[config.mk]
export PLATFORM = sky130hd
export DESIGN_NAME = lenet_pool_top
export DESIGN_NICKNAME = d
export VERILOG_FILES = /design/src/verilog/lenet_data_pkg.sv /design/src/verilog/lenet_geom_pkg.sv /design/src/verilog/layer_en_if.sv /design/src/verilog/feature_input.sv /design/src/verilog/layer_control.sv /design/src/verilog/lenet_pool_top.sv /design/src/verilog/pool_2x2.sv /design/src/verilog/pool_output.sv
export SDC_FILE = /design/constraint.sdc
export NUM_CORES = 1
export LEC_CHECK = 0
export BUFFER_PORTS_ARGS = -buffer_cell sky130_fd_sc_hd__buf_2
export CELL_PAD_IN_SITES_DETAIL_PLACEMENT = 1
export CELL_PAD_IN_SITES_GLOBAL_PLACEMENT = 2
export CORE_ASPECT_RATIO = 1.75
export CORE_MARGIN = 4
export CORE_UTILIZATION = 25
export DETAILED_ROUTE_END_ITERATION = 8
export GPL_TIMING_DRIVEN = 0
export PLACE_DENSITY_LB_ADDON = 0.1
export SLEW_MARGIN = 20
export SYNTH_ARGS = -nofsm -noshare
export SYNTH_HDL_FRONTEND = slang
export SYNTH_SLANG_ARGS = --single-unit
[constraint.sdc]
create_clock -name clk -period 9.05 [get_ports clk]
set_input_delay 0.4525 -clock clk [delete_from_list [all_inputs] [get_ports clk]]
set_output_delay 0.4525 -clock clk [all_outputs]
set_load 0.005 [all_outputs]
[src/verilog/lenet_data_pkg.sv]
package lenet_data_pkg;

	// widest feature on any stream, sizes the c3 payload
	localparam int FEAT_W_MAX = 12;

	// c1 conv output, one signed feature per clock
	typedef logic signed [7:0] c1_feat_t;

	// c3 conv output, wider since it sums six s2 maps
	typedef logic signed [FEAT_W_MAX-1:0] c3_feat_t;

endpackage

[src/verilog/lenet_geom_pkg.sv]
package lenet_geom_pkg;

	// row geometry of the lenet-5 feature maps
	localparam int C1_LEN = 28;	// valid c1 columns per row
	localparam int S2_LEN = 14;	// s2 row length after 2x2 pooling
	localparam int C3_LEN = 10;	// valid c3 columns per row
	localparam int S4_LEN = 5;	// s4 row length after 2x2 pooling

	// schedule start points, in clock cycles after reset
	localparam int S4_START = 432;	// first cycle s4 may take c3 results
	localparam int C5_START = 500;	// first cycle c5 may take s4 results

	// slots per raster row delivered by the conv engines
	// only the first C1_LEN slots of a row carry c1 features
	localparam int COLS_DEFAULT = 32;

endpackage

[src/verilog/layer_en_if.sv]
`timescale 1ns/100ps

// layer enables of the pooling subsystem
// all levels, sampled on rising clk, no handshake
interface layer_en_if;

	logic read;	// rom read pulse, one cycle after reset
	logic s2_en;	// s2 latches c1 features
	logic c3_en;	// c3 engine reads s2 results
	logic s4_en;	// s4 latches c3 features
	logic c5_en;	// c5 engine reads s4 results

	// the controller drives every enable
	modport ctrl (
		output read, s2_en, c3_en, s4_en, c5_en
	);

	// top level side, routes enables to pools and ports
	modport sink (
		input read, s2_en, c3_en, s4_en, c5_en
	);

endinterface

[src/verilog/feature_input.sv]
`timescale 1ns/100ps

// input stage for one conv feature stream
// registers every incoming feature and applies relu on the way
module feature_input
	import lenet_data_pkg::*;
#(
	parameter type T = c1_feat_t	// c1 or c3 payload
) (
	input  logic clk,
	input  logic arst_n,
	input  T     in_data,	// raw conv output, one per clock
	output T     out_data	// rectified, one cycle later
);

	logic neg;	// sign bit of the incoming feature

	// sign of a signed payload sits in the top bit
	assign neg = in_data[$bits(T)-1];

	// relu, negatives become zero
	// no enable here, the pool decides which slots count
	always_ff @(posedge clk or negedge arst_n) begin
		if (!arst_n) begin
			out_data <= '0;
		end else if (neg) begin
			out_data <= '0;	// clamp
		end else begin
			out_data <= in_data;	// pass through
		end
	end

endmodule

[src/verilog/layer_control.sv]
`timescale 1ns/100ps

// layer sequencer for the pooling pipeline
// free-running row schedule, produces s2/c3/s4/c5 enables and rom read
// enables are computed from current counter state and registered
module layer_control
	import lenet_geom_pkg::*;
#(
	parameter int COLS = COLS_DEFAULT	// slots per row, must exceed C1_LEN
) (
	input logic      clk,
	input logic      arst_n,
	layer_en_if.ctrl en
);

	localparam int COL_W  = $clog2(COLS);
	localparam int S2C_W  = $clog2(C1_LEN);
	localparam int C3C_W  = $clog2(S2_LEN);
	localparam int S4C_W  = $clog2(C3_LEN);
	localparam int S2_DLY = 4 * COLS + 4;	// four rows of kernel fill plus a margin
	localparam int S2D_W  = $clog2(S2_DLY + 1);
	localparam int S4D_W  = $clog2(S4_START);
	localparam int C5D_W  = $clog2(C5_START);

	logic             read_done;	// first cycle after reset has passed
	logic [COL_W-1:0] c1_cnt;	// c1 slot within the row
	logic [S2C_W-1:0] s2_cnt;	// s2 inputs within a c1 row
	logic             s2_dontskip;	// alternate s2 rows
	logic [C3C_W-1:0] c3_cnt;	// c3 outputs within an s2 row
	logic [S4C_W-1:0] s4_cnt;	// s4 inputs within a c3 row
	logic             s4_dontskip;	// alternate s4 rows

	// start down counters and their sticky flags
	logic [S2D_W-1:0] s2_dly;
	logic [S4D_W-1:0] s4_dly;
	logic [C5D_W-1:0] c5_dly;
	logic             s2_begin;
	logic             s4_begin;
	logic             c5_begin;

	// c3 start detect chain
	logic c3_seen;	// s2_en has been high once since s2 began
	logic c3_fall;	// s2_en low after that
	logic c3_fall_d;
	logic c3_begin;

	logic s2_en_nxt;
	logic c3_en_nxt;
	logic s4_en_nxt;
	logic c5_en_nxt;

	always_comb begin
		s2_en_nxt = (c1_cnt < C1_LEN);	// valid c1 columns only
		// even s2 columns on kept rows, last column dropped
		c3_en_nxt = c3_begin & s2_en_nxt & (s2_cnt < C1_LEN - 1)
			& s2_dontskip & ~s2_cnt[0];
		s4_en_nxt = s4_begin & c3_en_nxt & (c3_cnt < C3_LEN);	// valid c3 columns
		c5_en_nxt = c5_begin & s4_en_nxt & s4_dontskip & ~s4_cnt[0];
	end

	// rom read pulse and c1 column counter
	always_ff @(posedge clk or negedge arst_n) begin
		if (!arst_n) begin
			read_done <= 1'b0;
			en.read   <= 1'b0;
			c1_cnt    <= COL_W'(C1_LEN);	// row starts in the skipped slots
		end else begin
			read_done <= 1'b1;
			en.read   <= ~read_done;	// high for one cycle only
			if (c1_cnt == COL_W'(COLS - 1))
				c1_cnt <= '0;
			else
				c1_cnt <= c1_cnt + 1'b1;
		end
	end

	// start delays, each flag sets one cycle before its counter runs out
	always_ff @(posedge clk or negedge arst_n) begin
		if (!arst_n) begin
			s2_dly   <= S2D_W'(S2_DLY);
			s4_dly   <= S4D_W'(S4_START - 1);
			c5_dly   <= C5D_W'(C5_START - 1);
			s2_begin <= 1'b0;
			s4_begin <= 1'b0;
			c5_begin <= 1'b0;
		end else begin
			if (s2_dly != '0)
				s2_dly <= s2_dly - 1'b1;
			if (s4_dly != '0)
				s4_dly <= s4_dly - 1'b1;
			if (c5_dly != '0)
				c5_dly <= c5_dly - 1'b1;
			s2_begin <= s2_begin | (s2_dly == S2D_W'(1));
			s4_begin <= s4_begin | (s4_dly == S4D_W'(1));
			c5_begin <= c5_begin | (c5_dly == C5D_W'(1));
		end
	end

	// c3 begins on the first s2 row start after the first s2 gap
	always_ff @(posedge clk or negedge arst_n) begin
		if (!arst_n) begin
			c3_seen   <= 1'b0;
			c3_fall   <= 1'b0;
			c3_fall_d <= 1'b0;
			c3_begin  <= 1'b0;
		end else begin
			c3_seen   <= c3_seen | (s2_en_nxt & s2_begin);
			c3_fall   <= c3_seen & ~s2_en_nxt;	// falling edge seen
			c3_fall_d <= c3_fall;	// two cycle delay
			c3_begin  <= c3_begin | (c3_fall_d & s2_en_nxt);
		end
	end

	// row position counters with the skip toggles
	always_ff @(posedge clk or negedge arst_n) begin
		if (!arst_n) begin
			s2_cnt      <= S2C_W'(C1_LEN - 2);
			s2_dontskip <= 1'b1;
			c3_cnt      <= '0;
			s4_cnt      <= '0;
			s4_dontskip <= 1'b1;
		end else begin
			if (s2_en_nxt) begin
				if (s2_cnt == S2C_W'(C1_LEN - 1)) begin
					s2_cnt      <= '0;
					s2_dontskip <= ~s2_dontskip;	// next row skipped or kept
				end else begin
					s2_cnt <= s2_cnt + 1'b1;
				end
			end
			if (c3_en_nxt & s4_begin) begin
				if (c3_cnt == C3C_W'(S2_LEN - 1))
					c3_cnt <= '0;	// c3 row incl. 4 invalid outputs
				else
					c3_cnt <= c3_cnt + 1'b1;
			end
			if (s4_en_nxt & c5_begin) begin
				if (s4_cnt == S4C_W'(C3_LEN - 1)) begin
					s4_cnt      <= '0;
					s4_dontskip <= ~s4_dontskip;
				end else begin
					s4_cnt <= s4_cnt + 1'b1;
				end
			end
		end
	end

	// registered enables
	always_ff @(posedge clk or negedge arst_n) begin
		if (!arst_n) begin
			en.s2_en <= 1'b0;
			en.c3_en <= 1'b0;
			en.s4_en <= 1'b0;
			en.c5_en <= 1'b0;
		end else begin
			en.s2_en <= s2_en_nxt;
			en.c3_en <= c3_en_nxt;
			en.s4_en <= s4_en_nxt;
			en.c5_en <= c5_en_nxt;
		end
	end

endmodule

[src/verilog/lenet_pool_top.sv]
`timescale 1ns/100ps

// pooling and sequencing for the lenet-5 pipeline
// c1 -> relu -> s2 pool, c3 -> relu -> s4 pool
module lenet_pool_top
	import lenet_geom_pkg::*;
	import lenet_data_pkg::*;
#(
	parameter int COLS = COLS_DEFAULT
) (
	input  logic     clk,
	input  logic     arst_n,
	input  c1_feat_t c1_data,	// from the c1 engine, raster order
	input  c3_feat_t c3_data,	// from the c3 engine
	output logic     read,	// rom read pulse
	output logic     c3_en,	// c3 engine read enable
	output logic     c5_en,	// c5 engine read enable
	output c1_feat_t s2_data,
	output logic     s2_valid,
	output logic     s2_frame_done,
	output c3_feat_t s4_data,
	output logic     s4_valid,
	output logic     s4_frame_done
);

	layer_en_if en_if ();

	c1_feat_t c1_q;	// rectified c1 feature
	c3_feat_t c3_q;	// rectified c3 feature
	logic     s2_en_d;	// s2_en aligned to c1_q
	logic     s4_en_d;	// s4_en aligned to c3_q
	c1_feat_t s2_pool;
	logic     s2_pool_valid;
	c3_feat_t s4_pool;
	logic     s4_pool_valid;

	feature_input #(.T(c1_feat_t)) u_c1_in (
		.clk(clk), .arst_n(arst_n), .in_data(c1_data), .out_data(c1_q)
	);
	feature_input #(.T(c3_feat_t)) u_c3_in (
		.clk(clk), .arst_n(arst_n), .in_data(c3_data), .out_data(c3_q)
	);

	layer_control #(.COLS(COLS)) u_ctrl (
		.clk(clk), .arst_n(arst_n), .en(en_if.ctrl)
	);

	// input stage adds a cycle, delay the pool enables to match
	always_ff @(posedge clk or negedge arst_n) begin
		if (!arst_n) begin
			s2_en_d <= 1'b0;
			s4_en_d <= 1'b0;
		end else begin
			s2_en_d <= en_if.s2_en;
			s4_en_d <= en_if.s4_en;
		end
	end

	assign read  = en_if.read;
	assign c3_en = en_if.c3_en;
	assign c5_en = en_if.c5_en;

	pool_2x2 #(.T(c1_feat_t), .LEN(C1_LEN)) u_s2_pool (
		.clk(clk), .arst_n(arst_n), .en(s2_en_d), .in_data(c1_q),
		.out_data(s2_pool), .out_valid(s2_pool_valid)
	);
	pool_2x2 #(.T(c3_feat_t), .LEN(C3_LEN)) u_s4_pool (
		.clk(clk), .arst_n(arst_n), .en(s4_en_d), .in_data(c3_q),
		.out_data(s4_pool), .out_valid(s4_pool_valid)
	);

	pool_output #(.T(c1_feat_t), .OUTS_PER_FRAME(S2_LEN * S2_LEN)) u_s2_out (
		.clk(clk), .arst_n(arst_n), .in_data(s2_pool), .in_valid(s2_pool_valid),
		.data(s2_data), .valid(s2_valid), .frame_done(s2_frame_done)
	);
	pool_output #(.T(c3_feat_t), .OUTS_PER_FRAME(S4_LEN * S4_LEN)) u_s4_out (
		.clk(clk), .arst_n(arst_n), .in_data(s4_pool), .in_valid(s4_pool_valid),
		.data(s4_data), .valid(s4_valid), .frame_done(s4_frame_done)
	);

endmodule

[src/verilog/pool_2x2.sv]
`timescale 1ns/100ps

// streaming 2x2 max pool
// even column holds, odd column gives the horizontal max
// even rows park it in the line buffer, odd rows compare and emit
module pool_2x2
	import lenet_data_pkg::*;
#(
	parameter type T   = c1_feat_t,
	parameter int  LEN = 28	// valid columns per input row, even
) (
	input  logic clk,
	input  logic arst_n,
	input  logic en,	// sample in_data this cycle
	input  T     in_data,
	output T     out_data,
	output logic out_valid	// one cycle after the closing sample
);

	localparam int HALF = LEN / 2;
	localparam int CW   = $clog2(LEN);

	logic [CW-1:0] col;	// column within the current row
	logic          row_odd;	// second row of a window pair
	logic [CW-2:0] idx;	// pair index into the line buffer
	logic          pair_end;	// odd column, pair complete
	T              hold;	// even-column sample
	T              hmax;	// horizontal max of the pair
	T              line_buf [HALF];	// upper row maxima

	assign idx      = col[CW-1:1];
	assign pair_end = en & col[0];
	assign hmax     = (in_data > hold) ? in_data : hold;

	// position tracking, advances only on enabled samples
	always_ff @(posedge clk or negedge arst_n) begin
		if (!arst_n) begin
			col     <= '0;
			row_odd <= 1'b0;
		end else if (en) begin
			if (col == CW'(LEN - 1)) begin
				col     <= '0;
				row_odd <= ~row_odd;	// next row
			end else begin
				col <= col + 1'b1;
			end
		end
	end

	// data path
	always_ff @(posedge clk) begin
		if (en & ~col[0])
			hold <= in_data;
		if (pair_end & ~row_odd)
			line_buf[idx] <= hmax;	// top half of the window
		if (pair_end & row_odd)
			out_data <= (hmax > line_buf[idx]) ? hmax : line_buf[idx];
	end

	always_ff @(posedge clk or negedge arst_n) begin
		if (!arst_n)
			out_valid <= 1'b0;
		else
			out_valid <= pair_end & row_odd;	// window closed
	end

endmodule

[src/verilog/pool_output.sv]
`timescale 1ns/100ps

// output stage of a pooled stream
// registers the result and marks the last one of each frame
module pool_output
	import lenet_data_pkg::*;
#(
	parameter type T              = c1_feat_t,
	parameter int  OUTS_PER_FRAME = 196	// pooled results per map
) (
	input  logic clk,
	input  logic arst_n,
	input  T     in_data,
	input  logic in_valid,
	output T     data,
	output logic valid,
	output logic frame_done	// with the last result of a frame
);

	localparam int CNT_W = $clog2(OUTS_PER_FRAME);

	logic [CNT_W-1:0] cnt;	// results so far in this frame
	logic             last;

	assign last = (cnt == CNT_W'(OUTS_PER_FRAME - 1));

	always_ff @(posedge clk or negedge arst_n) begin
		if (!arst_n) begin
			valid      <= 1'b0;
			frame_done <= 1'b0;
			cnt        <= '0;
		end else begin
			valid      <= in_valid;
			frame_done <= in_valid & last;
			if (in_valid)
				cnt <= last ? '0 : cnt + 1'b1;	// restart per frame
		end
	end

	always_ff @(posedge clk) begin
		if (in_valid)
			data <= in_data;	// holds until the next result
	end

endmodule
==> flow_summary.ini <==
[clocking]
cts_buffer_depth = 3
htreeDepth = 2
clock_latency_ns = 0.53
root_buffer = clkbuf_16
cts.sinks = 316
cts_tree = yes
numCtsBuffers = 36
cts.repair.resized = 0
clk_pin_slew_worst_paths_ns = 0.06

[worst_setup_path]
worstPathMaxFanout = 10
r2r-start = u_c3_in.out_data[10]$_DFF_PN0_
cp_slowest_stage_delay_ns = 0.42
path_delay_family = buffers and inverters
critPathBufInv = 3
crit_path_start = u_c3_in.out_data[10]$_DFF_PN0_
critPathCaptureType = flop
path_cells = ha_1 -> and4_4 -> nor3b_4 -> a221oi_2 -> a41oi_1 -> buf_6 -> mux2i_1 -> inv_1 -> ha_1 -> nand4_1 -> a211o_1 -> a31oi_1 -> buf_2 -> mux2i_1
start_kind = flop
critPathKind = flop to flop
critPathSlowestCell = buf_2
arrival_ns = 4.72
crit_required_ns = 9.35

[synthesis]
yosysWarnings = 0
synthCells = 903
synth_mux_area_frac = 0.0930
synth_fa_ha_area_frac = 0.0461
synth_compound_area_frac = 0.0494
syn-cell-area_sq_um = 13300
async_flop_share = 0.345
avgSynthCellArea_sq_um = 14.7
yosysUniqueCellTypes = 68
synth_top_family_by_area = multiplexers
synth_xor_area_frac = 0.0244
synth_edf_count = 207
synth_seq_cells = 316
synth_simple_gate_area_share = 0.0871
synth_flop_cell = edfxtp_1
yosysSeqAreaShare = 0.674

[sta]
setup_viol = 0
final_hold_viol_count = 0
timing.final.crit_share = 0.488
tightestPinTransition_ns = 0.917
relSlewSlack = 0.387
setup_tns_ns = 0
finClkSkew_ns = 0.0177
min_period_ns = 4.41
fmax_mhz = 227
report.final.slew_viol_count = 0
rsz0062_at_grt = no

[finish]
nets = 1064
area_growth_pct = 17.4
antenna_cells = 0
fin_util = 0.298
layout-drive-gt1-share = 0.186

[grt]
gr-total-overflow = 0
grt_usage = 0.117
grt_pass1_wl_microns = 50800
grt_max_degree = 60
antenna_found_initial = 2
grt_pass1_vias = 8194

[drt]
via_per_inst = 4.34
route.detailed.drc = 0
wire_per_inst_microns = 19.6
via_count = 7376
drt_iter0_drc = 227
dr.pass1.iters = 4
antenna_left = 0
finalWirelength_microns = 33200

[floorplanning]
start_util = 0.253
die-area_sq_um = 57100
core_sq_um = 52500
die_x_microns = 182
io_pins = 49
die-height_microns = 313
std_cell_rows = 111

[outcome]
status = completed

[place]
gp_routability_congestion = 0.685
place_hpwl_microns = 23900
port_buffers = 46

[power]
ir_worst_vdd_mv = 0.116
pwr_density_cell_nw_per_um2 = 197
p_leak_nw = 6.13
total_power_w = 0.00308

[worst_hold_path]
min-delay-start = c3_data[11]
hp-class = input pin to flop

[flow_run]
cap_viol_max_count = 0
[metrics by stage]
step	hold slack (ns)	area, sq um	cells	setup slack, ns
after floorplan	0.157	13300	904	5.55
after global placement	0.333	14400	1628	4.42
after detailed placement	0.345	14500	1632	4.40
after CTS	0.0383	15600	1698	4.37
after global routing	0.0776	15600	1698	4.26
final	0.0859	15600	1698	4.64
[repair_timing]
item                                    in CTS  in global routing
setup buffers                                0                  0
endpoints found under the setup margin       0                  0
endpoints found under the hold margin       34                  0
hold buffers                                 1                  0
[placed cells by master (no fill, tap or decap), types with 6 or more instances in the layout]
cell type	n
nand3_1	19
buf_2	55
nor3_1	13
nor2b_1	24
dfrtp_1	85
xnor2_1	21
mux2_1	10
nor2_1	63
mux2i_1	52
dfstp_2	24
edfxtp_1	207
and3_1	6
a22oi_1	9
o21ai_0	21
nand2_1	44
a221oi_1	7
nand2b_1	7
a21oi_1	31
ha_1	49
clkinv_2	11
clkbuf_16	36
nand4_1	11
mux4_2	24
a21o_1	8
xor2_1	16
clkbuf_1	18
inv_1	55
[kinds of logic (layout without fill, tap and decap cells)]
kind of cell               Yosys count  in the layout
DFF                                316            316
AOI/OAI and AO/OA                  101            101
other                                2              3
xor gates and xnor gates            37             37
buffers and inverters               83            199
muxes                               91             91
adders and majority gates           49             49
and+or+nand+nor                    224            224
[power by group]
| group | internal, W | switching [W] |
|---|---|---|
| registers | 0.00156 | 0.00000555 |
| clock network | 0.000829 | 0.000601 |
| logic | 0.0000293 | 0.0000613 |
| total | 0.00241 | 0.000668 |
[worst reg2reg max path: cells and delay by family (launching register included)]
family	cells	cell delay, ns
buffers and inverters	3	0.86
AND/OR/NAND/NOR	3	0.65
AO/OA/AOI/OAI	4	0.85
adder cells (fa/ha/maj)	2	0.68
multiplexers	2	0.76
flip-flops	1	0.40
[layer usage]
| metal | vias to the layer above | GRT usage | part of all wire |
|---|---|---|---|
| li1 | 3491 | - | - |
| met1 | 3753 | 0.120 | 0.35 |
| met4 | 0 | 0.0360 | 0.023 |
| met5 | - | 0 | 0 |
| met3 | 48 | 0.0157 | 0.031 |
| met2 | 84 | 0.241 | 0.59 |
[state kept, by name (all words and copies together) (netlist names), 4 cells and up]
| register | cells |
|---|---|
| u_s4_out.data | 11 |
| u_ctrl.s2_dly | 8 |
| u_ctrl.c1_cnt | 5 |
| u_s2_out.cnt | 8 |
| u_c3_in.out_data | 11 |
| u_s4_pool.out_data | 11 |
| u_s4_pool.line_buf | 55 |
| u_ctrl.c5_dly | 9 |
| u_s2_pool.col | 5 |
| u_s2_pool.line_buf | 98 |
| u_s2_out.data | 7 |
| u_ctrl.c3_cnt | 4 |
| u_c1_in.out_data | 7 |
| u_s2_pool.hold | 7 |
| u_s4_out.cnt | 5 |
| u_ctrl.s4_dly | 9 |
| u_ctrl.s4_cnt | 4 |
| u_ctrl.s2_cnt | 5 |
| u_s2_pool.out_data | 7 |
| u_s4_pool.hold | 11 |
| u_s4_pool.col | 4 |
[cell type report]
| cell class | count | area [sq um] |
|---|---|---|
| fill | 5656 | 36900 |
| sequential | 316 | 8970 |
| multi-input combinational | 505 | 4040 |
| clock buffer | 44 | 941 |
| tap | 678 | 848 |
| timing repair buffer | 51 | 303 |
| inverter | 56 | 210 |
| clock inverter | 21 | 189 |
| buffer | 27 | 126 |
[path summary, 6_finish.rpt]
| path | endpoint | slack (ns) | cells after the start |
|---|---|---|---|
| max in group asynchronous | u_ctrl.s4_dontskip$_DFFE_PN1P_ | 7.87 | 3 |
| min reg2reg | u_ctrl.c3_fall_d$_DFF_PN0_ | 0.35 | 0 |
| min in group asynchronous | u_ctrl.c1_cnt[0]$_DFF_PN0_ | 0.46 | 2 |
| max reg2reg | u_s4_pool.out_data[6]$_DFFE_PP_ | 4.64 | 14 |
| min | u_c3_in.out_data[10]$_DFF_PN0_ | 0.09 | 2 |
| max | u_s4_pool.out_data[6]$_DFFE_PP_ | 4.64 | 14 |
[cells in the mapped netlist (5+ instances only)]
library cell | number | area share
a21o_1 | 8 | 0.0045
a21oi_1 | 31 | 0.012
a221oi_1 | 7 | 0.0046
a22oi_1 | 9 | 0.0051
and3_1 | 6 | 0.0028
buf_1 | 5 | 0.0014
buf_2 | 8 | 0.0030
clkbuf_1 | 11 | 0.0031
dfrtp_1 | 85 | 0.16
dfstp_2 | 24 | 0.047
edfxtp_1 | 207 | 0.47
ha_1 | 49 | 0.046
inv_1 | 55 | 0.016
mux2_1 | 10 | 0.0085
mux2i_1 | 52 | 0.039
mux4_2 | 24 | 0.041
nand2_1 | 44 | 0.012
nand2b_1 | 7 | 0.0033
nand3_1 | 19 | 0.0071
nand4_1 | 11 | 0.0052
nor2_1 | 65 | 0.018
nor2b_1 | 25 | 0.012
nor3_1 | 17 | 0.0064
o21ai_0 | 21 | 0.0079
xnor2_1 | 21 | 0.014
xor2_1 | 16 | 0.011
(Power assumes the default switching activity.)
